[src/sram_test_params.svh]
`ifndef SRAM_TEST_PARAMS_SVH
`define SRAM_TEST_PARAMS_SVH

// wishbone bus geometry
`define WB_DATA_W 32
`define WB_ADDR_W 32
`define WB_SEL_W 4

// address bit that splits register space from memory space
// set means the selected bank, clear means the register block
`define MEM_WINDOW_BIT 16

// low address bits that decode a register offset
`define REG_OFFSET_W 8

// bank depths in words
`define BANK0_DEPTH 1024
`define BANK1_DEPTH 256
`define BANK2_DEPTH 512

// shared bank address width
// each bank takes only the low bits it needs, so addresses wrap at depth
`define BANK_ADDR_W 10

// banks on the chip
`define NUM_BANKS 3

`endif

[src/sram_test_cfg_pkg.sv]
`include "sram_test_params.svh"

package sram_test_cfg_pkg;

   // register offsets, one 32-bit word each
   // any other offset reads zero and drops writes
   typedef enum logic [`REG_OFFSET_W-1:0] {
      // bank select, read/write
      REG_BANK_SEL = 8'h00,
      // port-1 address, a write also launches a port-1 read
      REG_P1_ADDR  = 8'h04,
      // port-1 result, read only
      REG_P1_DATA  = 8'h08
   } reg_addr_e;

   // bank index written to REG_BANK_SEL
   // 3 selects nothing and memory reads return zero
   typedef logic [1:0] bank_sel_t;

   // kind of wishbone access seen by the controller
   typedef enum logic [1:0] {
      // idle or not accepted this cycle
      ACC_NONE   = 2'd0,
      // register read or write
      ACC_REG    = 2'd1,
      // memory write through port 0
      ACC_MEM_WR = 2'd2,
      // memory read through port 0
      ACC_MEM_RD = 2'd3
   } acc_kind_e;

endpackage

[src/sram_test_mem_pkg.sv]
`include "sram_test_params.svh"

package sram_test_mem_pkg;

   // bank 0 payload
   typedef logic [7:0] byte_word_t;

   // bank 1 and bank 2 payload, also the bus word
   typedef logic [`WB_DATA_W-1:0] wide_word_t;

   // per-lane write enable, taken straight from wbs_sel_i
   typedef logic [`WB_SEL_W-1:0] byte_mask_t;

   // active-low chip selects, bit n is bank n
   typedef logic [`NUM_BANKS-1:0] bank_cs_t;

   // word address shared by all banks
   typedef logic [`BANK_ADDR_W-1:0] bank_addr_t;

   // one zero-filled 32-bit word per bank
   // index n holds bank n
   typedef wide_word_t [`NUM_BANKS-1:0] bank_dout_t;

endpackage

[src/sram_capture.sv]
`timescale 1ns/1ns
`include "sram_test_params.svh"

// registers every bank output each cycle
// picks the active bank and holds the port-1 result
module sram_capture (
   input  logic                           clk,
   input  logic                           rstn,
   input  sram_test_cfg_pkg::bank_sel_t   bank_sel_i,
   input  logic                           p1_start_i,
   input  sram_test_mem_pkg::bank_dout_t  dout0_i,
   input  sram_test_mem_pkg::bank_dout_t  dout1_i,
   output logic [`WB_DATA_W-1:0]          mem_rdata_o,
   output logic [`WB_DATA_W-1:0]          p1_data_o
);
   import sram_test_cfg_pkg::*;
   import sram_test_mem_pkg::*;

   bank_dout_t cap0_q;
   bank_dout_t cap1_q;
   // start pulse aligned with captured port-1 data
   logic [1:0] start_dly_q;
   wide_word_t p1_sel;

   // bank mux, an unmapped select gives zero
   always_comb begin
      mem_rdata_o = '0;
      p1_sel      = '0;
      for (int b = 0; b < `NUM_BANKS; b++) begin
         if (bank_sel_i == bank_sel_t'(b)) begin
            mem_rdata_o = cap0_q[b];
            p1_sel      = cap1_q[b];
         end
      end
   end

   always_ff @(posedge clk) begin
      if (!rstn) begin
         cap0_q      <= '0;
         cap1_q      <= '0;
         start_dly_q <= '0;
         p1_data_o   <= '0;
      end else begin
         // free-running capture of every bank
         cap0_q      <= dout0_i;
         cap1_q      <= dout1_i;
         start_dly_q <= {start_dly_q[0], p1_start_i};
         if (start_dly_q[1]) begin
            p1_data_o <= p1_sel;
         end
      end
   end

endmodule

[config.mk]
export PLATFORM = sky130hd
export DESIGN_NAME = sram_capture
export DESIGN_NICKNAME = d
export VERILOG_FILES = /design/src/sram_test_cfg_pkg.sv /design/src/sram_test_mem_pkg.sv /design/src/sram_capture.sv
export VERILOG_INCLUDE_DIRS = /design/src
export SDC_FILE = /design/constraint.sdc
export NUM_CORES = 1
export LEC_CHECK = 0
export ABC_AREA = 0
export BUFFER_PORTS_ARGS = -buffer_cell sky130_fd_sc_hd__buf_2
export CORE_MARGIN = 4
export CORE_UTILIZATION = 30
export DETAILED_ROUTE_END_ITERATION = 16
export SYNTH_ARGS = -nofsm -noshare
export SYNTH_HDL_FRONTEND = slang
export SYNTH_SLANG_ARGS = --single-unit
[constraint.sdc]
create_clock -name clk -period 2.7 [get_ports clk]
set_clock_uncertainty 0.05 [all_clocks]
set_input_delay 0.27 -clock clk [delete_from_list [all_inputs] [get_ports clk]]
set_output_delay 0.27 -clock clk [all_outputs]
set_load 0.005 [all_outputs]
=== After elaboration in Yosys (flattened, before gate mapping) ===
Index checks and enable logic that the tools add are counted.

* Mux-type cells: 6
* Shift-type cells: 0
* Order comparisons: 0
* $add $sub $neg: 0
* Reduce and logical (&&, ||, !) cells: 1
* $mul: 0
* Div/mod/pow operators: 0
* Bitwise operators: 0
* Equality and inequality tests: 2

{| class="wikitable"
|+ Operator list
! operator !! count
|-
| 32-bit two-way mux || 6
|-
| 2-bit by 1-bit == test with 1-bit output (second input constant) || 1
|-
| 2-bit == test (second input constant) || 1
|-
| 2-bit logical NOT || 1
|}

* Bits in writable memories: 0
* Memory bits (read-only): 0
* Latch bits: 0
* Output and inout bits: 64
* Memories: 0
* Word-level logic and storage cells: 17
* Flip-flop bits (word level): 226

=== Depth between registers and ports, before layout ===
* Depth in word-level cells: 4
* Gate-level depth with buffers: 6
* Mapped depth without buffers: 3

=== Worst setup path before layout ===
No wires, ideal clock.

* Path type: input port to output port
* From: in bank_sel_i[1]
* To: out mem_rdata_o[10]
* Stages on the path: 6
* Path buffers: 3
* Slack: 1.370 ns
* Data required time: 2.380 ns
* Arrival time: 1.010 ns
* Cell sequence: buf_2 -> and2b_1 -> buf_4 -> buf_2 -> nand2_1 -> o21ai_0

* Cells in the longest elaborated chain, start to end: 4
* Elaborated cells between the ends (all ways): 6
* Classes of those cells: 2 x eq/ne; 3 x mux; 1 x reduce/logical

{| class="wikitable"
|+ Ends and longest elaborated chain
! item !! line !! text
|-
| from (decl) || sram_capture.sv:9 || <nowiki>input sram_test_cfg_pkg::bank_sel_t bank_sel_i,</nowiki>
|-
| 2-bit logical NOT || sram_capture.sv:30 || <nowiki>if (bank_sel_i == bank_sel_t'(b)) begin</nowiki>
|-
| 32-bit two-way mux (2 in series) || sram_capture.sv:30 ||
|-
| 32-bit two-way mux * || sram_capture.sv:30 ||
|-
| to (decl) || sram_capture.sv:13 || <nowiki>output logic [`WB_DATA_W-1:0] mem_rdata_o,</nowiki>
|}

Every way passes the cells marked *; elsewhere a longest branch is shown, timed or not.

=== Worst setup path after layout ===
* From: in bank_sel_i[0]
* To: out mem_rdata_o[5]

Same word-level chain as after synthesis.

==> reports/results.ini <==
[cts]
cts_max_level = 1
tritoncts.num_buffers = 24
clkSinkCount = 226
post_cts_resized = 0
clock_latency_ns = 0.50
post-cts-setup-buffer-count = 0
cts.clk_slew.worst_paths_ns = 0.06
cts-root-buf = clkbuf_16
cts_tree = built
clk_path_buf_depth = 3

[final_layout]
nFillCells = 2264
fin_nets = 1360
synthToLayoutAreaGrowth_pct = 56.96
fin_area_sq_mm = 0.01201
drive_above_1_share_pct = 26.84
fin_cells = 1512

[run]
drv_cap = 0

[grt]
track_usage_pct = 15.68
grt_max_degree = 93
grt_antenna_before_repair = 1
overflow = 0
grt_pass1_wl_mm = 36.08
grt_pass1_vias = 6903

[yosys]
yosysTopAreaCell = dfxtp_1
synth_top_area_share_pct = 59.15
yosysWarnings = 0
post-synth-top-count-cell = dfxtp_1
syn_inst = 730
synth_xor_area_share_pct = 0
syn_area_sq_mm = 0.007649
netlist_top_cells_count = 226 x dfxtp_1, 194 x and2_1, 64 x mux2i_1, 64 x nand2_1, 63 x o21ai_0
ys_seq_area_share_pct = 59.15
synthSimpleGateAreaFrac_pct = 21.72
ys_async_sr_fraction_pct = 0
netlist_top_cells_area = dfxtp_1 59%, and2_1 16%, mux2i_1 8.4%
synth_compound_area_share_pct = 6.805
synth_edf_count = 0
yosys.area_share.adder_pct = 0
syn_avg_cell_area_sq_um = 10.48
syn_nets = 927
synth.distinct_cells = 15
synth.area.mux_share_pct = 8.376
synth_top_family_by_area = simple AND/OR/NAND/NOR gates
ys_seq_elements = 226
synth_top_flop_cell = dfxtp_1

[detailed_routing]
firstDrtPassIters = 4
wl_per_cell_um = 14.90
viasPerCell = 4.262
wl_mm = 22.53
drt_iter0_markers = 305
detail-route-antenna-nets = 0
vias = 6444
drc = 0

[timing]
clock.fmax_mhz = 584.2
hold_viol = 0
timing.final.crit_period_ns = 1.712
rsz0062_at_grt = false
setup_slack_ns = 0.9883
tightest_slew_ns = 0.6935
setup_viol_count_final = 0
fin_setup_tns_ns = 0
slew_violations = 0
max_slew_margin_pct = 53.77
period_share_pct = 63.40

[floorplan]
row_count = 58
ios = 261
die_h_um = 167.7
initial_core_util_pct = 30.46
die-width_um = 167.7
dieArea_sq_mm = 0.02811
core-area_sq_mm = 0.02511

[worst_setup_path]
start_kind = primary input
regToRegSetupSlack_ns = 1.30
timing.rr.end = p1_data_o[9]
critPathMaxStageDelay_ns = 0.45
worst-setup-path-type = in -> out
r2r-start = start_dly_q[1]
crit_fanout = 29
worst_path_max_delay_cell = buf_4
path_cells = buf_4 -> buf_4 -> mux2i_1 -> o21ai_0 -> buf_2
cp.arrival_ns = 1.39
endpoint_kind = primary output
r2r_cells = 3
cp_common_cell = buf_4
required_ns = 2.38

[hold_path]
min_to = p1_data_o[11]
worstHoldStart = rstn
hp-class = in -> reg
holdPathStages = 3

[pwr]
p_per_area_mw_per_mm2 = 662.3
power_mw = 7.951
peakVddDrop_uv = 454.7
p_leak_nw = 5.377

[outcome]
status = finished, final reports clean

[place]
port-buffer-count = 260
place_inst = 1274
place_congestion = 0.7862
place_ws_ns = 0.9913
place_area_sq_mm = 0.009184
dp_hpwl_mm = 13.03

[registers in the layout (all words and copies together) (netlist names)]
| name | cells |
|---|---|
| cap0_q | 96 |
| p1_data_o | 32 |
| cap1_q | 96 |
| start_dly_q | 2 |
[metrics by stage]
stage	utilization [%]	hold slack, ns
6_report	47.81	0.1821
2_1_floorplan	-	0.3473
3_5_place_dp	36.58	0.3722
5_1_grt	47.81	0.1996
4_1_cts	47.80	0.1615
3_3_place_gp	36.58	0.3637
[worst max-delay path by stage]
| stage | startpoint | end | slack [ns] | cells past startpoint |
|---|---|---|---|---|
| 4_1_cts | bank_sel_i[0] | mem_rdata_o[12] | 0.99 | 5 |
| 5_1_grt | bank_sel_i[1] | mem_rdata_o[11] | 0.90 | 4 |
| 3_3_place_gp | bank_sel_i[0] | mem_rdata_o[31] | 1.00 | 5 |
| 2_1_floorplan | bank_sel_i[1] | mem_rdata_o[10] | 1.37 | 6 |
| 6_report | bank_sel_i[0] | mem_rdata_o[5] | 0.99 | 5 |
| 3_5_place_dp | bank_sel_i[0] | mem_rdata_o[12] | 0.99 | 5 |
[metal layers]
metal	wire (um)	vias up	track usage, %
met5	0	-	0
met4	842	0	5.505
met3	1701	44	4.320
met2	10360	248	26.56
met1	9630	2923	19.19
li1	-	3229	-
[report_power, final]
group	internal (mW)	total, mW	leakage [nW]	switching (mW)
clock	2.29	3.59	0.441	1.30
sequential	3.51	3.57	1.88	0.0574
combinational	0.480	0.792	3.06	0.312
[cell usage in the layout, fill, tap and decap left out, drive strengths merged]
master / netlist / layout
dfxtp: 226 / 226
clkinv: 0 / 4
buf: 18 / 267
and2: 194 / 194
dlygate4sd3: 0 / 193
o21ai: 64 / 64
diode: 0 / 1
bufinv: 0 / 4
or2: 32 / 32
and2b: 1 / 1
mux2i: 64 / 64
a31oi: 32 / 32
nand2: 64 / 64
clkbuf: 35 / 36
[kinds of logic after synthesis]
logic type	count (synthesis)
AND/OR/NAND/NOR	291
buffers and inverters	53
multiplexers	64
flip-flops	226
AO/OA/AOI/OAI	96
[worst max-delay path: cells and delay by family]
kind	cells	cell delay (ns)
multiplexers	1	0.25
buffers and inverters	3	0.74
AO/OA/AOI/OAI	1	0.12
[timing repair]
item,in CTS,in global routing
endpoints found under the hold margin,193,0
hold buffers,193,0
endpoints found under the setup margin,0,0
[layout make-up]
cell class,count,area [sq um],area share [%]
flip-flops and latches,226,4526,37.70
repair buffers,460,3353,27.93
multi-input cells,451,2824,23.52
clock buffers,36,747.0,6.222
well taps,330,412.9,3.439
clock inverters,8,140.1,1.167
diodes,1,2.502,0.02084
No activity file was read; power rests on OpenSTA's default activity.
