**src/sram_test_params.svh**
```systemverilog
`ifndef SRAM_TEST_PARAMS_SVH
`define SRAM_TEST_PARAMS_SVH

// wishbone bus geometry
`define WB_DATA_W 32
`define WB_ADDR_W 32
`define WB_SEL_W 4

// address bit that splits register space from memory space
// set means the selected bank, clear means the register block
`define MEM_WINDOW_BIT 16

// low address bits that decode a register offset
`define REG_OFFSET_W 8

// bank depths in words
`define BANK0_DEPTH 1024
`define BANK1_DEPTH 256
`define BANK2_DEPTH 512

// shared bank address width
// each bank takes only the low bits it needs, so addresses wrap at depth
`define BANK_ADDR_W 10

// banks on the chip
`define NUM_BANKS 3

`endif

```
**src/sram_test_cfg_pkg.sv**
```systemverilog
`include "sram_test_params.svh"

package sram_test_cfg_pkg;

   // register offsets, one 32-bit word each
   // any other offset reads zero and drops writes
   typedef enum logic [`REG_OFFSET_W-1:0] {
      // bank select, read/write
      REG_BANK_SEL = 8'h00,
      // port-1 address, a write also launches a port-1 read
      REG_P1_ADDR  = 8'h04,
      // port-1 result, read only
      REG_P1_DATA  = 8'h08
   } reg_addr_e;

   // bank index written to REG_BANK_SEL
   // 3 selects nothing and memory reads return zero
   typedef logic [1:0] bank_sel_t;

   // kind of wishbone access seen by the controller
   typedef enum logic [1:0] {
      // idle or not accepted this cycle
      ACC_NONE   = 2'd0,
      // register read or write
      ACC_REG    = 2'd1,
      // memory write through port 0
      ACC_MEM_WR = 2'd2,
      // memory read through port 0
      ACC_MEM_RD = 2'd3
   } acc_kind_e;

endpackage

```
**src/sram_test_mem_pkg.sv**
```systemverilog
`include "sram_test_params.svh"

package sram_test_mem_pkg;

   // bank 0 payload
   typedef logic [7:0] byte_word_t;

   // bank 1 and bank 2 payload, also the bus word
   typedef logic [`WB_DATA_W-1:0] wide_word_t;

   // per-lane write enable, taken straight from wbs_sel_i
   typedef logic [`WB_SEL_W-1:0] byte_mask_t;

   // active-low chip selects, bit n is bank n
   typedef logic [`NUM_BANKS-1:0] bank_cs_t;

   // word address shared by all banks
   typedef logic [`BANK_ADDR_W-1:0] bank_addr_t;

   // one zero-filled 32-bit word per bank
   // index n holds bank n
   typedef wide_word_t [`NUM_BANKS-1:0] bank_dout_t;

endpackage

```
**src/sram_test_ctrl.sv**
```systemverilog
`timescale 1ns/1ns
`include "sram_test_params.svh"

// wishbone classic slave
// splits register and memory accesses and times the acknowledge
module sram_test_ctrl (
   input  logic                           clk,
   input  logic                           rstn,
   input  logic                           wbs_cyc_i,
   input  logic                           wbs_stb_i,
   input  logic                           wbs_we_i,
   input  logic [`WB_SEL_W-1:0]           wbs_sel_i,
   input  logic [`WB_ADDR_W-1:0]          wbs_adr_i,
   input  logic [`WB_DATA_W-1:0]          wbs_dat_i,
   output logic                           wbs_ack_o,
   output logic [`WB_DATA_W-1:0]          wbs_dat_o,
   input  sram_test_cfg_pkg::bank_sel_t   bank_sel_i,
   input  logic [`BANK_ADDR_W-1:0]        p1_addr_i,
   input  logic [`WB_DATA_W-1:0]          p1_data_i,
   input  logic [`WB_DATA_W-1:0]          mem_rdata_i,
   output logic                           reg_we_o,
   output sram_test_cfg_pkg::reg_addr_e   reg_addr_o,
   output logic [`WB_DATA_W-1:0]          reg_wdata_o,
   output sram_test_mem_pkg::bank_addr_t  addr0_o,
   output sram_test_mem_pkg::wide_word_t  din0_o,
   output logic                           web0_o,
   output sram_test_mem_pkg::byte_mask_t  wmask0_o,
   output sram_test_mem_pkg::bank_cs_t    csb0_o
);
   import sram_test_cfg_pkg::*;
   import sram_test_mem_pkg::*;

   // cycles from select to valid capture data
   localparam int RD_LAT = 2;
   // cycles until the port-1 result sits in the hold register
   localparam int P1_LAT = 3;

   logic       req;
   logic       in_mem;
   logic       busy;
   logic       p1_wait;
   acc_kind_e  acc_now;
   acc_kind_e  kind_q;
   logic [1:0] lat_cnt_q;
   logic [1:0] p1_cnt_q;
   wide_word_t reg_rdata;

   assign req    = wbs_cyc_i & wbs_stb_i;
   assign in_mem = wbs_adr_i[`MEM_WINDOW_BIT];
   // ack cycle blocks a restart on a still-high strobe
   assign busy    = (kind_q != ACC_NONE) | wbs_ack_o;
   assign p1_wait = (p1_cnt_q != 2'd0);

   // decode once for the whole module
   always_comb begin
      acc_now = ACC_NONE;
      if (req && !busy) begin
         if (in_mem) begin
            acc_now = wbs_we_i ? ACC_MEM_WR : ACC_MEM_RD;
         end else if (!p1_wait) begin
            // register traffic waits out a port-1 read in flight
            acc_now = ACC_REG;
         end
      end
   end

   assign reg_addr_o  = reg_addr_e'(wbs_adr_i[`REG_OFFSET_W-1:0]);
   assign reg_wdata_o = wbs_dat_i;
   assign reg_we_o    = (acc_now == ACC_REG) & wbs_we_i;

   // port 0 follows the bus directly, selected only on the accept cycle
   assign addr0_o  = wbs_adr_i[`BANK_ADDR_W+1:2];
   assign din0_o   = wbs_dat_i;
   assign web0_o   = ~wbs_we_i;
   assign wmask0_o = wbs_sel_i;

   always_comb begin
      for (int b = 0; b < `NUM_BANKS; b++) begin
         csb0_o[b] = !(((acc_now == ACC_MEM_RD) || (acc_now == ACC_MEM_WR)) &&
                       (bank_sel_i == bank_sel_t'(b)));
      end
   end

   // register read mux
   always_comb begin
      case (reg_addr_o)
         REG_BANK_SEL: reg_rdata = wide_word_t'(bank_sel_i);
         REG_P1_ADDR:  reg_rdata = wide_word_t'(p1_addr_i);
         REG_P1_DATA:  reg_rdata = p1_data_i;
         default:      reg_rdata = '0;
      endcase
   end

   // read data is payload only
   always_ff @(posedge clk) begin
      if (acc_now == ACC_REG) begin
         wbs_dat_o <= wbs_we_i ? '0 : reg_rdata;
      end else if ((kind_q == ACC_MEM_RD) && (lat_cnt_q == 2'(RD_LAT - 1))) begin
         wbs_dat_o <= mem_rdata_i;
      end
   end

   always_ff @(posedge clk) begin
      if (!rstn) begin
         wbs_ack_o <= 1'b0;
         kind_q    <= ACC_NONE;
         lat_cnt_q <= '0;
         p1_cnt_q  <= '0;
      end else begin
         wbs_ack_o <= 1'b0;
         // countdown after a port-1 launch
         if (reg_we_o && (reg_addr_o == REG_P1_ADDR)) begin
            p1_cnt_q <= 2'(P1_LAT);
         end else if (p1_wait) begin
            p1_cnt_q <= p1_cnt_q - 2'd1;
         end
         case (kind_q)
            ACC_MEM_RD: begin
               if (lat_cnt_q == 2'(RD_LAT - 1)) begin
                  // an abandoned request gets no ack
                  wbs_ack_o <= req;
                  kind_q    <= ACC_NONE;
               end else begin
                  lat_cnt_q <= lat_cnt_q + 2'd1;
               end
            end
            default: begin
               if (acc_now == ACC_MEM_RD) begin
                  kind_q    <= ACC_MEM_RD;
                  lat_cnt_q <= '0;
               end else if (acc_now != ACC_NONE) begin
                  // register access and memory write finish at once
                  wbs_ack_o <= 1'b1;
               end
            end
         endcase
      end
   end

endmodule

```
**config.mk**
```make
export PLATFORM = sky130hd
export DESIGN_NAME = sram_test_ctrl
export DESIGN_NICKNAME = d
export VERILOG_FILES = /design/src/sram_test_cfg_pkg.sv /design/src/sram_test_mem_pkg.sv /design/src/sram_test_ctrl.sv
export VERILOG_INCLUDE_DIRS = /design/src
export SDC_FILE = /design/constraint.sdc
export NUM_CORES = 1
export LEC_CHECK = 0
export ABC_AREA = 1
export CORE_AREA = 2 2 107 109
export CTS_BUF_LIST = sky130_fd_sc_hd__clkbuf_8
export DETAILED_ROUTE_END_ITERATION = 12
export DIE_AREA = 0 0 109 111
export DONT_BUFFER_PORTS = 1
export PLACE_DENSITY = 0.43
export SLEW_MARGIN = 20
export SYNTH_ARGS = -nofsm -noshare
export SYNTH_HDL_FRONTEND = slang
export SYNTH_SLANG_ARGS = --single-unit
export TNS_END_PERCENT = 30
```
**constraint.sdc**
```tcl
create_clock -name clk -period 5.25 [get_ports clk]
set_clock_uncertainty 0.2 [all_clocks]
set_input_delay 1.05 -clock clk [delete_from_list [all_inputs] [get_ports clk]]
set_output_delay 1.05 -clock clk [all_outputs]
set_load 0.1 [all_outputs]
```
## Yosys cells after proc, flatten, opt, wreduce, memory -nomap -nowiden

Index checks and enable logic that the tools add are counted.

- Flip-flop bits (word level): 39
- Bits in latches: 0
- RAM bits: 0
- Bits in read-only memories: 0
- Output and inout bits: 124
- Logic and storage cells: 63
- Memories kept: 0

- Add/sub/neg operators: 2
- Multipliers: 0
- Div/mod/pow operators: 0
- Magnitude comparators: 0
- Eq/ne operators: 11
- Shift operators: 0
- Multiplexer cells: 20
- Bitwise gates (word level): 4
- Reductions and logical operators: 21

Operator list:

| kind | number |
|---|---|
| $mux W32 | 3 |
| $pmux W32 S3 | 1 |
| $mux W2 | 10 |
| $reduce_bool A2 Y1 | 6 |
| $eq A2 B2 Y1 const B | 4 |
| $eq A8 B3 Y1 const B | 1 |
| $eq A8 B4 Y1 const B | 1 |
| $logic_not A8 Y1 | 1 |
| $eq A2 B1 Y1 const B | 3 |
| $logic_and A1 B1 Y1 | 6 |
| $mux W1 | 6 |
| $logic_not A1 Y1 | 4 |
| $reduce_and A2 Y1 | 2 |
| $add A2 B1 Y2 const B | 1 |
| $and A1 B1 Y1 | 2 |
| $logic_not A2 Y1 | 1 |
| $ne A2 B1 Y1 const B | 1 |
| $ne A2 B2 Y1 const B | 1 |
| $sub A2 B1 Y2 const B | 1 |
| $logic_or A1 B1 Y1 | 1 |
| $not A1 Y1 | 1 |
| $or A1 B1 Y1 | 1 |

## Depth between registers and ports, before layout

- Depth in word-level cells: 9
- Mapped depth: 11
- Gate-level depth less buffers: 10

## Worst setup path before layout

No wires, ideal clock.

- Kind: in2out
- Start: input port wbs_we_i
- End: output port reg_we_o
- Arrival: 2.911 ns
- Setup slack: 1.089 ns
- Stages: 8
- Path buffers: 2
- Cell sequence: inv_1 > buf_2 > nand2_1 > a21oi_1 > ha_1 > buf_4 > nand2_1 > inv_1

- Word-level cells in the longest chain between the ends: 5

RTL lines:

| element | RTL line | text |
|---|---|---|
| start: declaration | sram_test_ctrl.sv:11 | `input logic wbs_we_i,` |
| $mux W1 | sram_test_ctrl.sv:59 | `acc_now = wbs_we_i ? ACC_MEM_WR : ACC_MEM_RD;` |
| $mux W2 | sram_test_ctrl.sv:58 | `if (in_mem) begin` |
| $mux W2 | sram_test_ctrl.sv:57 | `if (req && !busy) begin` |
| $eq A2 B1 Y1 | sram_test_ctrl.sv:69 | `assign reg_we_o = (acc_now == ACC_REG) & wbs_we_i;` |
| $and A1 B1 Y1 (*) | sram_test_ctrl.sv:69 |  |
| end: declaration | sram_test_ctrl.sv:21 | `output logic reg_we_o,` |

Mark *: on every way between the ends. The rest lies on a longest branch, timed or not.

## Worst setup path after layout

- Start: input port wbs_cyc_i
- End: output port csb0_o[0]

- Word-level cells in the longest chain between the ends: 7

RTL lines:

| element | RTL line | text |
|---|---|---|
| start: declaration | sram_test_ctrl.sv:9 | `input logic wbs_cyc_i,` |
| $and A1 B1 Y1 (*) | sram_test_ctrl.sv:48 | `assign req = wbs_cyc_i & wbs_stb_i;` |
| $logic_and A1 B1 Y1 (*) | sram_test_ctrl.sv:57 |  |
| $mux W2 (*) | sram_test_ctrl.sv:57 |  |
| $eq A2 B2 Y1 | sram_test_ctrl.sv:79 | `csb0_o[b] = !(((acc_now == ACC_MEM_RD) \|\| (acc_now == ACC_MEM_WR)) &&` |
| $logic_or A1 B1 Y1 (*) | sram_test_ctrl.sv:79 |  |
| $logic_and A1 B1 Y1 (*) | sram_test_ctrl.sv:79 |  |
| $logic_not A1 Y1 (*) | sram_test_ctrl.sv:79 |  |
| end: declaration | sram_test_ctrl.sv:28 | `output sram_test_mem_pkg::bank_cs_t csb0_o` |

Marked as above.

==> metrics.md <==
| Metric | Value |
|---|---|
| Status | `finished, final reports clean` |
| Clock power share | `24.6%` |
| Reg clk slew, reported paths | `80 ps` |
| Commonest non-fill, non-tap cells in the layout | `79 x nand2_1, 48 x nand3_1, 32 x edfxtp_1, 20 x o21ai_1, 18 x inv_1` |
| Maximum VDD drop | `0.109 mV` |
| Post-synth top area cell | `edfxtp_1` |
| Final slew viol count | `0` |
| Max-Cap Viols | `0` |
| DRT Wirelength | `around 8000 um` |
| Most common cell after layout, fill and taps aside | `nand2_1` |
| Grt total ovfl | `0` |
| Comb pwr share | `13.6%` |
| Drt drc | `0` |
| Final Hold Vio Count | `0` |
| HP Start | `lat_cnt_q[1]` |
| Met1 Use GR | `approximately 12%` |
| Measured slew at the worst slew-check pin | `1030 ps` |
| Synthesized area | `between 2000 and 3000 um^2` |
| Initial antenna violation count | `0` |
| Final period util | `69.7%` |
| Clk Latency, worst-skew pair | `290 ps` |
| Setup Total Neg Slack | `0 ps` |
| Vias in the first global route | `1781` |
| Die W | `109 um` |
| CTS tree | `done` |
| Initial DRC count | `142` |
| Crit Path Category | `input pin to primary output` |
| WHS Path Cells | `2` |
| Routing usage on met2 | `between 20% and 30%` |
| Relative slew slack | `31.0%` |
| Reg-to-reg endpoint | `wbs_dat_o[2]` |
| Die ar. | `12100 um^2` |
| CP Launch Point | `wbs_cyc_i` |
| # nets final | `406` |
| Non-Filler Instances | `a little under 400` |
| Post-synthesis net count | `493` |
| All-Layer GR Usage | `13.0%` |
| Inserted Clock Buffers | `5` |
| Vias per inst | `around 4.6` |
| Area of the multi-input gates | `847 um^2` |
| Sw Share | `39.5%` |
| Largest net degree at the start of global routing | `33` |
| Area growth syn-to-layout | `-15.3%` |
| CP Capture Type | `primary output` |
| Detail Placement HPWL | `6470 um` |
| Hold buffer count at cts | `0` |
| Reg2reg start | `p1_cnt_q[0]` |
| RD Place Congestion | `0.683` |
| Seq. cell area | `1080 um^2` |
| Sw power | `0.314 mW` |
| Post-Place Cells | `389` |
| Worst Hold Class | `register to register` |
| Unrepaired setup endpoints after global routing | `false` |
| Register area share after synthesis | `39.5%` |
| Fmax | `273 MHz` |
| GRT Max-Usage Layer | `met2` |
| Port buffer count | `0` |
| Layout cells sized above 1 | `approximately 8.3%` |
| I/O pins | `273` |
| Number of synthesis warnings | `0` |
| Arrival time worst endpoint | `2410 ps` |
| Fin crit period | `3660 ps` |
| Launching element type of the critical path | `input pin` |
| Mapped Cells | `340` |
| Power per cell area | `344 nW/um^2` |
| Critical path fanouts, max | `5` |
| Avg WL per Cell | `20.6 um` |
| P_int | `0.482 mW` |
| CTS sink count | `38` |
| CP Data Required Time | `4000 ps` |
| Distinct cells, synth | `20` |
| Layout fillers | `between 1000 and 1500` |
| Pre-antenna DRT Iters | `4` |
| Root buffer selected by CTS | `clkbuf_8` |
| Setup violations, final | `0` |
| Ant diodes | `0` |
| Vias | `around 1800` |
| R2R Setup Slk | `between 2000 and 3000 ps` |
| First-pass GRT wire length | `approximately 11000 um` |
| Hold EP | `lat_cnt_q[1]` |
| Routed Antenna Nets | `0` |
| Register bit count reported by yosys | `38` |
| Final Core Density | `20.9%` |
| Pleak | `around 0.90 nW` |
| Worst reg-to-reg path cell count | `9` |
| Max clock buf depth | `2` |
| Post-CTS setup buffers | `0` |
| Global routing usage on met3 | `8.52%` |
| Row cnt | `39` |
| Syn avg cell area | `approximately 8.0 um^2` |
| H-tree levels | `2` |
| Die H | `between 100 and 150 um` |
| Area contributors post-synth | `edfxtp_1 35%, buf_4 25%, nand2_1 11%, nand3_1 8.8%, dfxtp_1 4.4%` |
| Sequential share of power | `61.8%` |
| Initial Util | `24.7%` |
| Core region area | `11100 um^2` |
| Top-area cell type share of the netlist area | `35.1%` |
| CTS-repair resized insts | `0` |
-- layout make-up --
cell class | instances | area share [%]
Sequential cell | 38 | 46.7
Multi-Input combinational cell | 180 | 36.6
Tap cell | 143 | 7.73
Inverter | 22 | 3.57
Clock buffer | 5 | 2.97
Timing Repair Buffer | 6 | 1.94
Clock inverter | 3 | 0.540
-- power groups by stage --
stage | Combinational (mW) | Sequential (mW) | Clock [mW]
after global placement | 0.108 | 0.499 | 0
after global routing | 0.124 | 0.495 | 0.221
after detailed placement | 0.112 | 0.500 | 0
final | 0.108 | 0.492 | 0.196
after CTS | 0.112 | 0.493 | 0.210
after floorplan | 0.391 | 0.501 | 0
-- cells by family after synthesis --
kind of cell / synth area share (%)
AOI/OAI and AO/OA: 6.27
xor gates and xnor gates: 0.320
adders and majority gates: 1.83
buffers and inverters: 29.5
DFF: 39.5
and+or+nand+nor: 22.6
-- routing by layer --
layer / up-vias / wire length (um)
met1: 801 / 2490
met3: 12 / 1460
met4: 0 / 148
met2: 174 / 4060
met5: - / 0
li1: 844 / -
-- synthesized netlist by cell type (all sizes together) --
cell type	instances
a21oi	6
buf	97
clkbuf	3
dfxtp	6
edfxtp	32
ha	4
inv	22
nand2	80
nand3	48
nor2	15
o211ai	1
o21ai	24
o22a	1
xor2	1
-- worst max-delay path, stage by stage --
cell	delay, ps
nand2_1	50
nor2_1	80
nand2_1	60
nor2_1	300
nand3_1	850
-- per-stage QoR --
step,power (mW),hold slack (ps),area (um^2),setup slack (ps)
floorplan,0.893,232,2740,1090
global placement,0.607,249,2230,1550
detailed placement,0.611,259,2230,1550
CTS,0.815,272,2320,1540
global route,0.840,297,2320,1450
finish,0.796,265,2320,1590
-- sequential cells by signal, summed over array words and instances (netlist names) --
| signal | count |
|---|---|
| wbs_ack_o | 1 |
| lat_cnt_q | 2 |
| p1_cnt_q | 2 |
| kind_q | 1 |
| wbs_dat_o | 32 |
-- worst max-delay path by stage --
stage | depth (start not counted) | slack [ps] | to
after CTS | 5 | 1540 | csb0_o[0]
after floorplan | 8 | 1090 | reg_we_o
after global placement | 5 | 1550 | csb0_o[0]
after global routing | 5 | 1450 | csb0_o[2]
final | 5 | 1590 | csb0_o[0]
after detailed placement | 5 | 1550 | csb0_o[0]
Power figures use the tool's default switching activity.
