## src/sram_test_params.svh

```systemverilog
`ifndef SRAM_TEST_PARAMS_SVH
`define SRAM_TEST_PARAMS_SVH

// wishbone bus geometry
`define WB_DATA_W 32
`define WB_ADDR_W 32
`define WB_SEL_W 4

// address bit that splits register space from memory space
// set means the selected bank, clear means the register block
`define MEM_WINDOW_BIT 16

// low address bits that decode a register offset
`define REG_OFFSET_W 8

// bank depths in words
`define BANK0_DEPTH 1024
`define BANK1_DEPTH 256
`define BANK2_DEPTH 512

// shared bank address width
// each bank takes only the low bits it needs, so addresses wrap at depth
`define BANK_ADDR_W 10

// banks on the chip
`define NUM_BANKS 3

`endif

```

## src/sram_test_cfg_pkg.sv

```systemverilog
`include "sram_test_params.svh"

package sram_test_cfg_pkg;

   // register offsets, one 32-bit word each
   // any other offset reads zero and drops writes
   typedef enum logic [`REG_OFFSET_W-1:0] {
      // bank select, read/write
      REG_BANK_SEL = 8'h00,
      // port-1 address, a write also launches a port-1 read
      REG_P1_ADDR  = 8'h04,
      // port-1 result, read only
      REG_P1_DATA  = 8'h08
   } reg_addr_e;

   // bank index written to REG_BANK_SEL
   // 3 selects nothing and memory reads return zero
   typedef logic [1:0] bank_sel_t;

   // kind of wishbone access seen by the controller
   typedef enum logic [1:0] {
      // idle or not accepted this cycle
      ACC_NONE   = 2'd0,
      // register read or write
      ACC_REG    = 2'd1,
      // memory write through port 0
      ACC_MEM_WR = 2'd2,
      // memory read through port 0
      ACC_MEM_RD = 2'd3
   } acc_kind_e;

endpackage

```

## src/sram_test_mem_pkg.sv

```systemverilog
`include "sram_test_params.svh"

package sram_test_mem_pkg;

   // bank 0 payload
   typedef logic [7:0] byte_word_t;

   // bank 1 and bank 2 payload, also the bus word
   typedef logic [`WB_DATA_W-1:0] wide_word_t;

   // per-lane write enable, taken straight from wbs_sel_i
   typedef logic [`WB_SEL_W-1:0] byte_mask_t;

   // active-low chip selects, bit n is bank n
   typedef logic [`NUM_BANKS-1:0] bank_cs_t;

   // word address shared by all banks
   typedef logic [`BANK_ADDR_W-1:0] bank_addr_t;

   // one zero-filled 32-bit word per bank
   // index n holds bank n
   typedef wide_word_t [`NUM_BANKS-1:0] bank_dout_t;

endpackage

```

## src/sram_test_regs.sv

```systemverilog
`timescale 1ns/1ns
`include "sram_test_params.svh"

// configuration registers
// bank select, port-1 address and the port-1 read launch
module sram_test_regs (
   input  logic                           clk,
   input  logic                           rstn,
   input  logic                           reg_we_i,
   input  sram_test_cfg_pkg::reg_addr_e   reg_addr_i,
   input  logic [`WB_DATA_W-1:0]          reg_wdata_i,
   output sram_test_cfg_pkg::bank_sel_t   bank_sel_o,
   output logic [`BANK_ADDR_W-1:0]        p1_addr_o,
   output sram_test_mem_pkg::bank_cs_t    csb1_o,
   output logic                           p1_start_o
);
   import sram_test_cfg_pkg::*;
   import sram_test_mem_pkg::*;

   // port-1 select for the bank chosen right now
   bank_cs_t p1_cs;

   always_comb begin
      for (int b = 0; b < `NUM_BANKS; b++) begin
         p1_cs[b] = (bank_sel_o != bank_sel_t'(b));
      end
   end

   always_ff @(posedge clk) begin
      if (!rstn) begin
         bank_sel_o <= '0;
         p1_addr_o  <= '0;
         csb1_o     <= '1;
         p1_start_o <= 1'b0;
      end else begin
         // select and start are single-cycle pulses
         csb1_o     <= '1;
         p1_start_o <= 1'b0;
         if (reg_we_i) begin
            case (reg_addr_i)
               REG_BANK_SEL: begin
                  bank_sel_o <= bank_sel_t'(reg_wdata_i[1:0]);
               end
               REG_P1_ADDR: begin
                  // word index, not a byte address
                  p1_addr_o  <= reg_wdata_i[`BANK_ADDR_W-1:0];
                  csb1_o     <= p1_cs;
                  // capture stage loads the result two cycles on
                  p1_start_o <= 1'b1;
               end
               // P1_DATA is read only, unknown offsets drop the write
               default: begin
               end
            endcase
         end
      end
   end

endmodule

```

## config.mk

```make
export PLATFORM = sky130hd
export DESIGN_NAME = sram_test_regs
export DESIGN_NICKNAME = d
export VERILOG_FILES = /design/src/sram_test_cfg_pkg.sv /design/src/sram_test_mem_pkg.sv /design/src/sram_test_regs.sv
export VERILOG_INCLUDE_DIRS = /design/src
export SDC_FILE = /design/constraint.sdc
export NUM_CORES = 1
export LEC_CHECK = 0
export BUFFER_PORTS_ARGS = -buffer_cell sky130_fd_sc_hd__buf_2
export CORE_MARGIN = 10
export CORE_UTILIZATION = 25
export CTS_CLUSTER_SIZE = 14
export DETAILED_ROUTE_END_ITERATION = 8
export PLACE_DENSITY_LB_ADDON = 0.05
export SLEW_MARGIN = 20
export SYNTH_ARGS = -nofsm -noshare
export SYNTH_HDL_FRONTEND = slang
export SYNTH_SLANG_ARGS = --single-unit
```

## constraint.sdc

```tcl
create_clock -name clk -period 4.1 [get_ports clk]
set_input_delay 1.025 -clock clk [delete_from_list [all_inputs] [get_ports clk]]
set_output_delay 1.025 -clock clk [all_outputs]
set_load 0.05 [all_outputs]
```

======== Word-level counts from Yosys, hierarchy flattened ========
Index checks and enable logic that the tools add are counted.
operators by class
  eq/ne operators ......................... 3
  reduce and logical (&&, ||, !) cells .... 6
  multiplexer cells ....................... 1
operators with widths
  kind                number
  $eq 8x3->1 const B  1
  $logic_not 8->1     1
  $reduce_and 2->1    3
  $reduce_and 3->1    1
  $ne 2x1->1 const B  1
  $ne 2x2->1 const B  1
  $reduce_bool 2->1   1
  $mux 1              1
storage, ports and cells
  logic and storage cells ................. 14
  output and inout port bits .............. 16
  flip-flop bits (word level) ............. 16
  input port bits ......................... 43

======== Logic depth before layout (Yosys ltp) ========
Gate-level depths: netlist of run 1.
  depth in word-level cells ............... 2
  depth in mapped cells ................... 4
  depth with buffers taken out ............ 3

======== Worst setup path before layout of run 1 ========
No wires, ideal clock.
  kind .................................... input-to-reg
  from .................................... in reg_addr_i[5]
  to ...................................... reg csb1_o[0]
  library setup time ...................... 0.127 ns
  cell stages on the path ................. 3
  arrival ................................. 2.127 ns
  path slack .............................. 1.846 ns
  required time ........................... 3.973 ns
  buffers on the path ..................... 0
  path through ............................ or4_4 -> nor3_4 -> or3b_1
between the ends
  cells in the longest elaborated chain, start to end .. 2
RTL lines
  item                        RTL line              text
  start: declaration          sram_test_regs.sv:10  input sram_test_cfg_pkg::reg_addr_e reg_addr_i,
  $eq 8x3->1                  sram_test_regs.sv:40  case (reg_addr_i)
  $reduce_and 3->1 (no line)  n/a
  end signal: assignment      sram_test_regs.sv:47  csb1_o <= p1_cs;
  end: declaration            sram_test_regs.sv:14  output sram_test_mem_pkg::bank_cs_t csb1_o,
No other way between the ends.
A chain may end at the register's enable or synchronous reset.

======== Worst setup path in the final report of run 1 ========
Ends and elaborated chain as after synthesis.

==> results.md, run 1 <==
- Starting Density: 27.0%
- # DRC: 0
- Gr usage total: 6.75%
- Die area: 4880 um^2
- Post-Synthesis Cells: 63
- CTS Buffer Depth: 2
- Row count: 17
- Htree depth: 1
- Post-synthesis xor/xnor area fraction: 0%
- Setup Viol. Count Final: 0
- Largest family of logic cells by synthesized area: simple AND/OR/NAND/NOR gates
- Placed cell area: 833 um^2
- Register area share after synthesis: 51.6%
- Post-DP HPWL: 1.29 mm
- CP max FO: 4
- GRT overflow: 0
- Slew HR: 73.7%
- Leakage: 0.389 nW
- Synthesized flop and latch total: 16
- Nets: 145
- Cts hold-fix bufs: 0
- Final instance area: 856 um^2
- Worst Hold Class: reg2reg
- Via-to-Cell Ratio: 4.25
- Layout cells sized above 1: 44.0%
- Via Count: 544
- Clock skew: 0.000175 ns
- Post-Synthesis Cell Area: 621 um^2
- Status: finished clean
- Root Driver: clkbuf_4
- Core footprint: 2300 um^2
- Initial antenna violation count: 0
- Largest net degree at the start of global routing: 24
- Post-cts repair resize count: 0
- Tmin final: 2.11 ns
- Crit Path Category: in2reg
- Pwr dens: 297 nW/um^2
- Post-Route WL: 1.64 mm
- Most frequent cells in the layout: buf_2, nand2_1, dfxtp_1
- DR iter-0 viols: 18
- Fin util: 37.3%
- Pre-antenna DRT Iters: 4
- Layout overhead on the synthesized area: 37.9%
- Number of I/O pins: 59
- Worst skew pair latency: 0.28 ns
- Routability cong.: 0.655
- Synthesis warning total: 0
- Port bufs: 36
- Maxcap violations: 0
- Post-synthesis adder-cell area fraction: 0%
- Avg Inst Size Synth: 9.85 um^2
- Clk pin slew, worst setup/hold paths: 0.09 ns
- CP arrival: 2.28 ns
- TritonCTS clock tree: yes
- Worst Tran Pin Value: 0.391 ns
- Distinct cells, synth: 12
- Drt wl/cell: 12.8 um
- Post-Synth Simple-Gate Area: 26.0%
- Chip Height: 69.8 um
- Chip width: 69.8 um
- CP Capture Type: flip-flop
- Vias in the first global route: 547
- Post-CTS Setup Bufs: 0
- RSZ-0062 raised after global routing: no
- Compound-gate portion of the synthesized area: 0%
- Final Hold Vio Count: 0
- Fin crit share: 51.5%
- FMAX: 0.474 GHz
- Mapped Nets: 106
- Critical Path Source Type: input port
- Peak VDD IR: 0.0000877 V
- Count of final max-slew check failures: 0
- TritonCTS buffer count: 3
- Worst EP required: 4.27 ns
- Flop2flop setup slack: 3.26 ns
- Routed Antenna Nets: 0
- Most common cell after layout, fill and taps aside: buf_2
- # diodes: 0
- Mux cell area share after synthesis: 19.4%
- Setup TNS: 0 ns
- First-pass GRT wire length: 2.68 mm
- Clock Sinks: 16
-- path summary, 6_finish.rpt --
path	start	cells past startpoint	end
max	reg_addr_i[5]	4	csb1_o[0]$_SDFF_PN1_
min reg2reg	p1_addr_o[4]$_SDFFE_PN0P_	2	p1_addr_o[4]$_SDFFE_PN0P_
min	p1_addr_o[4]$_SDFFE_PN0P_	2	p1_addr_o[4]$_SDFFE_PN0P_
max reg2reg	bank_sel_o[1]$_SDFFE_PN0P_	1	csb1_o[0]$_SDFF_PN1_
-- cell type report --
type	instances	area (um^2)
repair buffers	37	188
multi-input cells	43	287
clock buffers	3	22.5
flip-flops and latches	16	320
inverters	1	3.75
fillers	249	1440
well taps	28	35.0
-- flip-flops by register name, summed over array words and instances (netlist names) --
register and flops:
bank_sel_o 2, p1_start_o 1, csb1_o 3, p1_addr_o 10
-- synthesized netlist by cell type (all sizes together) --
cell	count	area, um^2
or4	1	11.3
mux2i	12	120
or4b	1	13.8
or3b	1	8.76
inv	1	3.75
nand3b	2	15.0
buf	1	7.51
dfxtp	16	320
nor3	3	26.3
nand2	23	86.3
clkbuf	2	7.51
-- per-layer routing --
layer	track usage, %	part of all wire [%]	wire [um]	vias to the layer above
met2	8.89	43	697	28
met1	8.51	48	780	231
li1	-	-	-	283
met5	0	0	0	-
met3	3.28	9.3	153	2
met4	3.91	0.49	8	0
-- cell families (layout without fill, tap and decap cells) --
logic type / count (synthesis) / in the layout
and+or+nand+nor: 31 / 31
DFF: 16 / 16
muxes: 12 / 12
buffers and inverters: 4 / 41
-- power breakdown --
| group | total (mW) | switching, mW | internal [mW] |
|---|---|---|---|
| clock | 0.0804 | 0.0463 | 0.0340 |
| combinational | 0.0186 | 0.00939 | 0.00918 |
| sequential | 0.155 | 0.0000834 | 0.155 |
-- per-stage QoR --
step | worst slack, ns | std cells | hold slack (ns) | power [mW]
5_1_grt | 1.90 | 128 | 0.473 | 0.269
3_5_place_dp | 1.68 | 125 | 0.436 | 0.178
6_report | 1.99 | 128 | 0.455 | 0.254
4_1_cts | 1.99 | 128 | 0.457 | 0.260
3_3_place_gp | 1.70 | 125 | 0.435 | 0.178
2_1_floorplan | 1.85 | 63 | 0.656 | 0.167
-- critical path, cell delays in order --
cell    delay, ns
buf_2        0.10
or4_4        0.56
nor3_4       0.24
or3b_1       0.35
(Power assumes the default switching activity.)
==> run 2, diff against run 1 <==
Clock period 4.1 ns to 2 ns, I/O delays scaled along.
==> run 2 against run 1 <==
  * Clock power is 100% higher
  * Die area stayed put
  * Routed wire length is 2.0% lower
  * Hold slack better by 0.0025 ns
==> results.md, run 2 (synthesized netlist as in run 1, its figures left out) <==
- # fillers: 257 (+3.2%)
- Sequential share of power: 61.2% (about the same)
- Number of I/O pins: 59 (unchanged)
- Initial antenna violation count: 0 (unchanged)
- Met1 WL: 746 um (-4.4%)
- Pwr dens: 590 nW/um^2 (+98%)
- Layout cells sized above 1: 45.1% (+1.1 points)
- Clock skew: 0.000235 ns (+0.0000593 ns)
- CP max FO: 3 (-1)
- Hold depth: 1 (-1)
- Htree depth: 1 (unchanged)
- Routed Antenna Nets: 0 (unchanged)
- Area of the multi-input gates: 287 um^2 (unchanged)
- Clock Sinks: 16 (unchanged)
- Non-filler cells, final: 130 (+1.6%)
- Reg-to-Reg End: csb1_o[0]$_SDFF_PN1_
- Via-to-Cell Ratio: 4.23 (-0.45%)
- Via Count: 550 (+1.1%)
- Tmin final: 1.57 ns
- Starting Density: 27.0% (unchanged)
- Wire length on met2: 679 um (-2.6%)
- Routability cong.: 0.651 (-0.67%)
- Worst hold slack: 0.457 ns (+0.00250 ns)
- Most common cell after layout, fill and taps aside: buf_2
- Pre-antenna DRT Iters: 4 (unchanged)
- Worst Reg-to-Reg Cells: 1 (unchanged)
- Sequential cell area: 320 um^2 (unchanged)
- Die area: 4880 um^2 (unchanged)
- Post-DP HPWL: 1.30 mm (+1.3%)
- # diodes: 0 (unchanged)
- Worst EP required: 2.21 ns (-2.06 ns)
- Setup TNS: 0 ns (unchanged)
- Root Driver: clkbuf_4
- Post-Route WL: 1.61 mm (-2.0%)
- Max reg flops: 10 (unchanged)
- Clock Power Share: 31.2% (-0.4 points)
- Clk pin slew, worst setup/hold paths: 0.08 ns (about the same)
- P_sw: 112 uW (+100%)
- DR iter-0 viols: 32 (+14)
- TritonCTS clock tree: yes
- Worst Tran Pin Value: 0.422 ns (+0.0310 ns)
- RSZ-0062 raised after global routing: no
- FMAX: 0.635 GHz
- Chip Height: 69.8 um (unchanged)
- Vias in the first global route: 576 (+5.3%)
- Chip width: 69.8 um (unchanged)
- Combinational share of power: 7.6% (+0.3 points)
- Status: finished clean
- Routed length on met3: 147 um (-3.9%)
- Cts hold-fix bufs: 0 (unchanged)
- Most frequent cells in the layout: buf_2, nand2_1, dfxtp_1
- Worst Hold Class: reg2reg
- Nets: 147 (+1.4%)
- CP arrival: 1.78 ns (-0.50 ns)
- Post-CTS Setup Bufs: 0 (unchanged)
- Reg-to-Reg Start: bank_sel_o[1]$_SDFFE_PN0P_
- Most flop-heavy register: p1_addr_o
- TritonCTS buffer count: 3 (unchanged)
- # DRC: 0 (unchanged)
- Largest net degree at the start of global routing: 23 (-4.2%)
- Core footprint: 2300 um^2 (unchanged)
- Hold Crit Endpoint: csb1_o[1]$_SDFF_PN1_
- Port bufs: 36 (unchanged)
- Sw Share: 21.6% (-0.34 points)
- Gr usage total: 6.59% (-0.16 points)
- Count of final max-slew check failures: 0 (unchanged)
- Row count: 17 (unchanged)
- Internal: 409 uW (+110%)
- Peak VDD IR: 0.000212 V (+140%)
- Maxcap violations: 0 (unchanged)
- Cell count after placement: 127 (+1.6%)
- Drt wl/cell: 12.4 um (-3.5%)
- Critical Path Source Type: input port
- Tot Pwr: 521 uW (+100%)
- Crit Path Category: in2reg
- Biggest regs: p1_addr_o: 10 flops, csb1_o: 3 flops, bank_sel_o: 2 flops
- Hold wc startpoint: bank_sel_o[0]$_SDFFE_PN0P_
- Post-cts repair resize count: 0 (unchanged)
- Layout overhead on the synthesized area: 42.3%
- Final Hold Vio Count: 0 (unchanged)
- First-pass GRT wire length: 2.65 mm (-1.0%)
- CP Capture Type: flip-flop
- GRT overflow: 0 (unchanged)
- Worst skew pair latency: 0.27 ns (about the same)
- Flop2flop setup slack: 1.17 ns (-2.09 ns)
- Top routing layer used: met4
- Leakage: 0.401 nW (+3.3%)
- Slew HR: 71.6% (-2.1 points)
- CTS Buffer Depth: 2 (unchanged)
- Setup Viol. Count Final: 0 (unchanged)
- Fin crit share: 78.7%
==> run 2: cell types whose count changed in the layout (fill, tap and decap cells not counted) <==
cell    previous run  this run
buf_12             0         1
buf_4              1         2
==> run 2: final cells by class <==
class	instances	area share (%)
sequential	16	36.3
multi-input combinational	43	32.4
timing repair buffer	39	24.4
tap	28	3.97
clock buffer	3	2.55
inverter	1	0.425
==> run 2: routing by layer <==
layer	vias to the layer above	global-route usage [%]
met5	-	0
met4	0	5.22
met3	2	3.00
met2	26	9.39
met1	235	7.35
li1	287	-
==> run 2: per-stage QoR <==
stage	worst slack (ns)	util (%)	instance area [um^2]
3_3_place_gp	0.156	37.5	861
4_1_cts	0.434	38.5	883
2_1_floorplan	0.271	-	621
6_report	0.426	38.5	883
5_1_grt	0.355	38.5	883
3_5_place_dp	0.140	37.5	861
==> run 2: worst max path at each step <==
stage	from	endpoint	slack [ns]	cells after the start
floorplan	reg_addr_i[5]	csb1_o[0]$_SDFF_PN1_	0.27	3
global placement	reg_addr_i[5]	bank_sel_o[0]$_SDFFE_PN0P_	0.16	4
detailed placement	reg_addr_i[5]	p1_addr_o[7]$_SDFFE_PN0P_	0.14	5
CTS	reg_addr_i[5]	p1_addr_o[7]$_SDFFE_PN0P_	0.43	5
global route	reg_addr_i[5]	p1_addr_o[4]$_SDFFE_PN0P_	0.35	5
finish	reg_addr_i[5]	bank_sel_o[1]$_SDFFE_PN0P_	0.43	4
==> run 2: power groups by stage <==
stage | clock [mW] | combinational (mW) | sequential (mW)
after floorplan | 0 | 0.0148 | 0.327
after CTS | 0.171 | 0.0403 | 0.319
after global placement | 0 | 0.0395 | 0.326
after global routing | 0.187 | 0.0446 | 0.319
after detailed placement | 0 | 0.0402 | 0.326
final | 0.163 | 0.0397 | 0.319
==> run 2: worst max-delay path, stage by stage <==
cell     delay (ns)
buf_2          0.10
or4_4          0.56
nor3_1         0.40
mux2i_1        0.22
==> run 3, diff against run 2 <==
Settings changed: ABC_AREA set to 1.
Clock period 2 ns to 1.45 ns, I/O delays scaled along.
==> run 3 against run 2 <==
  * Register-to-register slack got worse by 0.35 ns
  * Largest cell class unchanged
  * Critical path depth decreased by 3
  * Routed wire length rose by 16%
  * First-iteration DRC count down 31%
  * Via count grew 23%
==> results.md, run 3 <==
- Clock skew: 0.000144 ns (-0.0000910 ns)
- Post-synth top cells: nor2_1, dfxtp_1, inv_1, nand2_1, nand3_1
- Post-synth EDFFs: 0 (unchanged)
- Layout cells sized above 1: 35.6% (-9.5 points)
- Biggest regs: p1_addr_o: 10 flops, csb1_o: 3 flops, bank_sel_o: 2 flops
- Post-synthesis adder-cell area fraction: 0% (unchanged)
- Clock Sinks: 16 (unchanged)
- Leakage: 0.470 nW (+17%)
- P_sw: 184 uW (+63%)
- Worst skew pair latency: 0.28 ns (about the same)
- CP arrival: 0.95 ns (-0.83 ns)
- Clock Power Share: 36.3% (+5.1 points)
- Internal: 625 uW (+53%)
- Sequential share of power: 54.4% (-6.8 points)
- Post-Synthesis Cells: 97 (+54%)
- Pre-antenna DRT Iters: 4 (unchanged)
- # diodes: 0 (unchanged)
- Via-to-Cell Ratio: 4.09 (-3.3%)
- Avg Inst Size Synth: 7.17 um^2 (-27%)
- Post-synth ARST share: 0% (unchanged)
- Tmin final: 1.31 ns
- Mux cell area share after synthesis: 0% (-19 points)
- Post-synth top area cell: dfxtp_1
- Clk pin slew, worst setup/hold paths: 0.10 ns (+0.02 ns)
- Critical Path Source Type: flip-flop
- Drt wl/cell: 11.3 um (-8.9%)
- Synthesis warning total: 0 (unchanged)
- Number of I/O pins: 59 (unchanged)
- Synthesized flop and latch total: 16 (unchanged)
- Status: finished clean
- # DRC: 0 (unchanged)
- Post-DP HPWL: 1.44 mm (+10%)
- Routability cong.: 0.684 (+5.2%)
- TritonCTS clock tree: yes
- Vias in the first global route: 694 (+20%)
- Initial antenna violation count: 0 (unchanged)
- Combinational share of power: 9.2% (+1.6 points)
- Max reg flops: 10 (unchanged)
- GRT overflow: 0 (unchanged)
- Nets: 179 (+22%)
- Crit path largest cell delay: 0.38 ns (-0.18 ns)
- Post-Route WL: 1.87 mm (+16%)
- Buffers plus inverters on the worst setup path: 1 (unchanged)
- Starting Density: 25.7% (-1.3 points)
- Top cells by area in the synthesized netlist: dfxtp_1, nor2_1, nand3_1
- Post-synthesis xor/xnor area fraction: 0% (unchanged)
- Most flop-heavy register: p1_addr_o
- Layout overhead on the synthesized area: 34.9%
- Setup TNS: 0 ns (unchanged)
- Distinct cells, synth: 14 (+2)
- Setup Viol. Count Final: 0 (unchanged)
- Crit Path Category: reg2out
- Post-Synth Simple-Gate Area: 43.5% (+18 points)
- Final worst slack: 0.139 ns (-0.286 ns)
- Register area share after synthesis: 46.0% (-5.6 points)
- Die area: 5290 um^2 (+8.6%)
- DR iter-0 viols: 22 (-31%)
- Port bufs: 36 (unchanged)
- Worst Tran Pin Value: 0.319 ns (-0.103 ns)
- Sw Share: 22.7% (+1.1 points)
- Slowest stage cell, crit path: dfxtp_1
- Fin util: 34.6% (-3.8 points)
- Chip Height: 72.8 um (+4.2%)
- Gr usage total: 7.20% (+0.61 points)
- Compound-gate portion of the synthesized area: 0% (unchanged)
- Synth top area share: 46.0% (-5.6 points)
- First-pass GRT wire length: 3.08 mm (+16%)
- Core footprint: 2710 um^2 (+18%)
- Most frequent cells in the layout: buf_2, nor2_1, dfxtp_1
- Worst path top cell family by delay: flip-flops
- Chip width: 72.8 um (+4.2%)
- CP Capture Type: primary output
- Count of final max-slew check failures: 0 (unchanged)
- Most common cell after layout, fill and taps aside: buf_2
- Routed Antenna Nets: 0 (unchanged)
- Worst-path cell chain: buf_2
- Post-CTS Setup Bufs: 0 (unchanged)
- Largest family of logic cells by synthesized area: simple AND/OR/NAND/NOR gates
- Cts hold-fix bufs: 0 (unchanged)
- Maxcap violations: 0 (unchanged)
- Most frequent cell after synthesis: nor2_1
- Post-Synthesis Cell Area: 696 um^2 (+12%)
- Root Driver: clkbuf_4
- Row count: 19 (+2)
- Via Count: 679 (+23%)
- Pre-CTS setup slack: 0.105 ns (-0.0349 ns)
- Worst EP required: 1.09 ns (-1.12 ns)
- Worst Hold Class: in2reg
- Mapped Nets: 140 (+32%)
- CTS Buffer Depth: 2 (unchanged)
- Slew HR: 78.6% (+7.0 points)
- Final Hold Vio Count: 0 (unchanged)
- Fin crit share: 90.4%
- Predominant post-synthesis flop cell: dfxtp_1
- RSZ-0062 raised after global routing: no
- Post-cts repair resize count: 0 (unchanged)
- CP max FO: 4 (+1)
- Peak VDD IR: 0.000367 V (+73%)
- TritonCTS buffer count: 3 (unchanged)
- FMAX: 0.763 GHz
- Htree depth: 1 (unchanged)
- Pwr dens: 862 nW/um^2 (+46%)
- Largest net degree at the start of global routing: 17 (-26%)
run 3: worst reg2reg max path: stages (launching register included):
cell	delay [ns]
dfxtp_1	0.35
inv_1	0.08
nand4_1	0.08
run 3: final timing paths:
| path | to | slack (ns) | start | depth (start not counted) |
|---|---|---|---|---|
| max | bank_sel_o[0] | 0.14 | bank_sel_o[0]$_SDFFE_PN0P_ | 1 |
| min | p1_addr_o[7]$_SDFFE_PN0P_ | 0.39 | reg_wdata_i[7] | 5 |
| max reg2reg | csb1_o[1]$_SDFF_PN1_ | 0.82 | bank_sel_o[1]$_SDFFE_PN0P_ | 2 |
| min reg2reg | csb1_o[2]$_SDFF_PN1_ | 0.45 | bank_sel_o[1]$_SDFFE_PN0P_ | 1 |
run 3: cell type report:
| cell class | count | area (um^2) |
|---|---|---|
| fill | 324 | 1770 |
| sequential | 16 | 320 |
| multi-input combinational | 64 | 303 |
| timing repair buffer | 37 | 188 |
| inverter | 14 | 52.6 |
| tap | 31 | 38.8 |
| clock buffer | 4 | 36.3 |
run 3: cell families after synthesis:
group                  Yosys count
buffers and inverters           17
DFF                             16
and+or+nand+nor                 64
run 3: per-layer routing:
layer | global-route usage (%) | vias up | share of wire [%]
li1 | - | 369 | -
met1 | 7.75 | 293 | 43
met2 | 12.3 | 15 | 48
met3 | 2.99 | 2 | 7.7
met4 | 2.53 | 0 | 0.75
met5 | 0 | - | 0
run 3: power by group through the flow:
stage / registers, mW / logic (mW) / clock network [mW]
after global routing: 0.441 / 0.0850 / 0.337
final: 0.440 / 0.0748 / 0.294
after floorplan: 0.453 / 0.0351 / 0
after CTS: 0.440 / 0.0755 / 0.312
after global placement: 0.450 / 0.0751 / 0
after detailed placement: 0.451 / 0.0752 / 0
run 3: per-stage QoR:
step           cells  instance area [um^2]  hold slack [ns]  power [mW]
6_report         166                   938            0.391       0.809
3_3_place_gp     162                   902            0.437       0.526
5_1_grt          166                   938            0.394       0.863
3_5_place_dp     162                   902            0.436       0.526
2_1_floorplan     97                   696            0.483       0.488
4_1_cts          166                   938            0.380       0.828
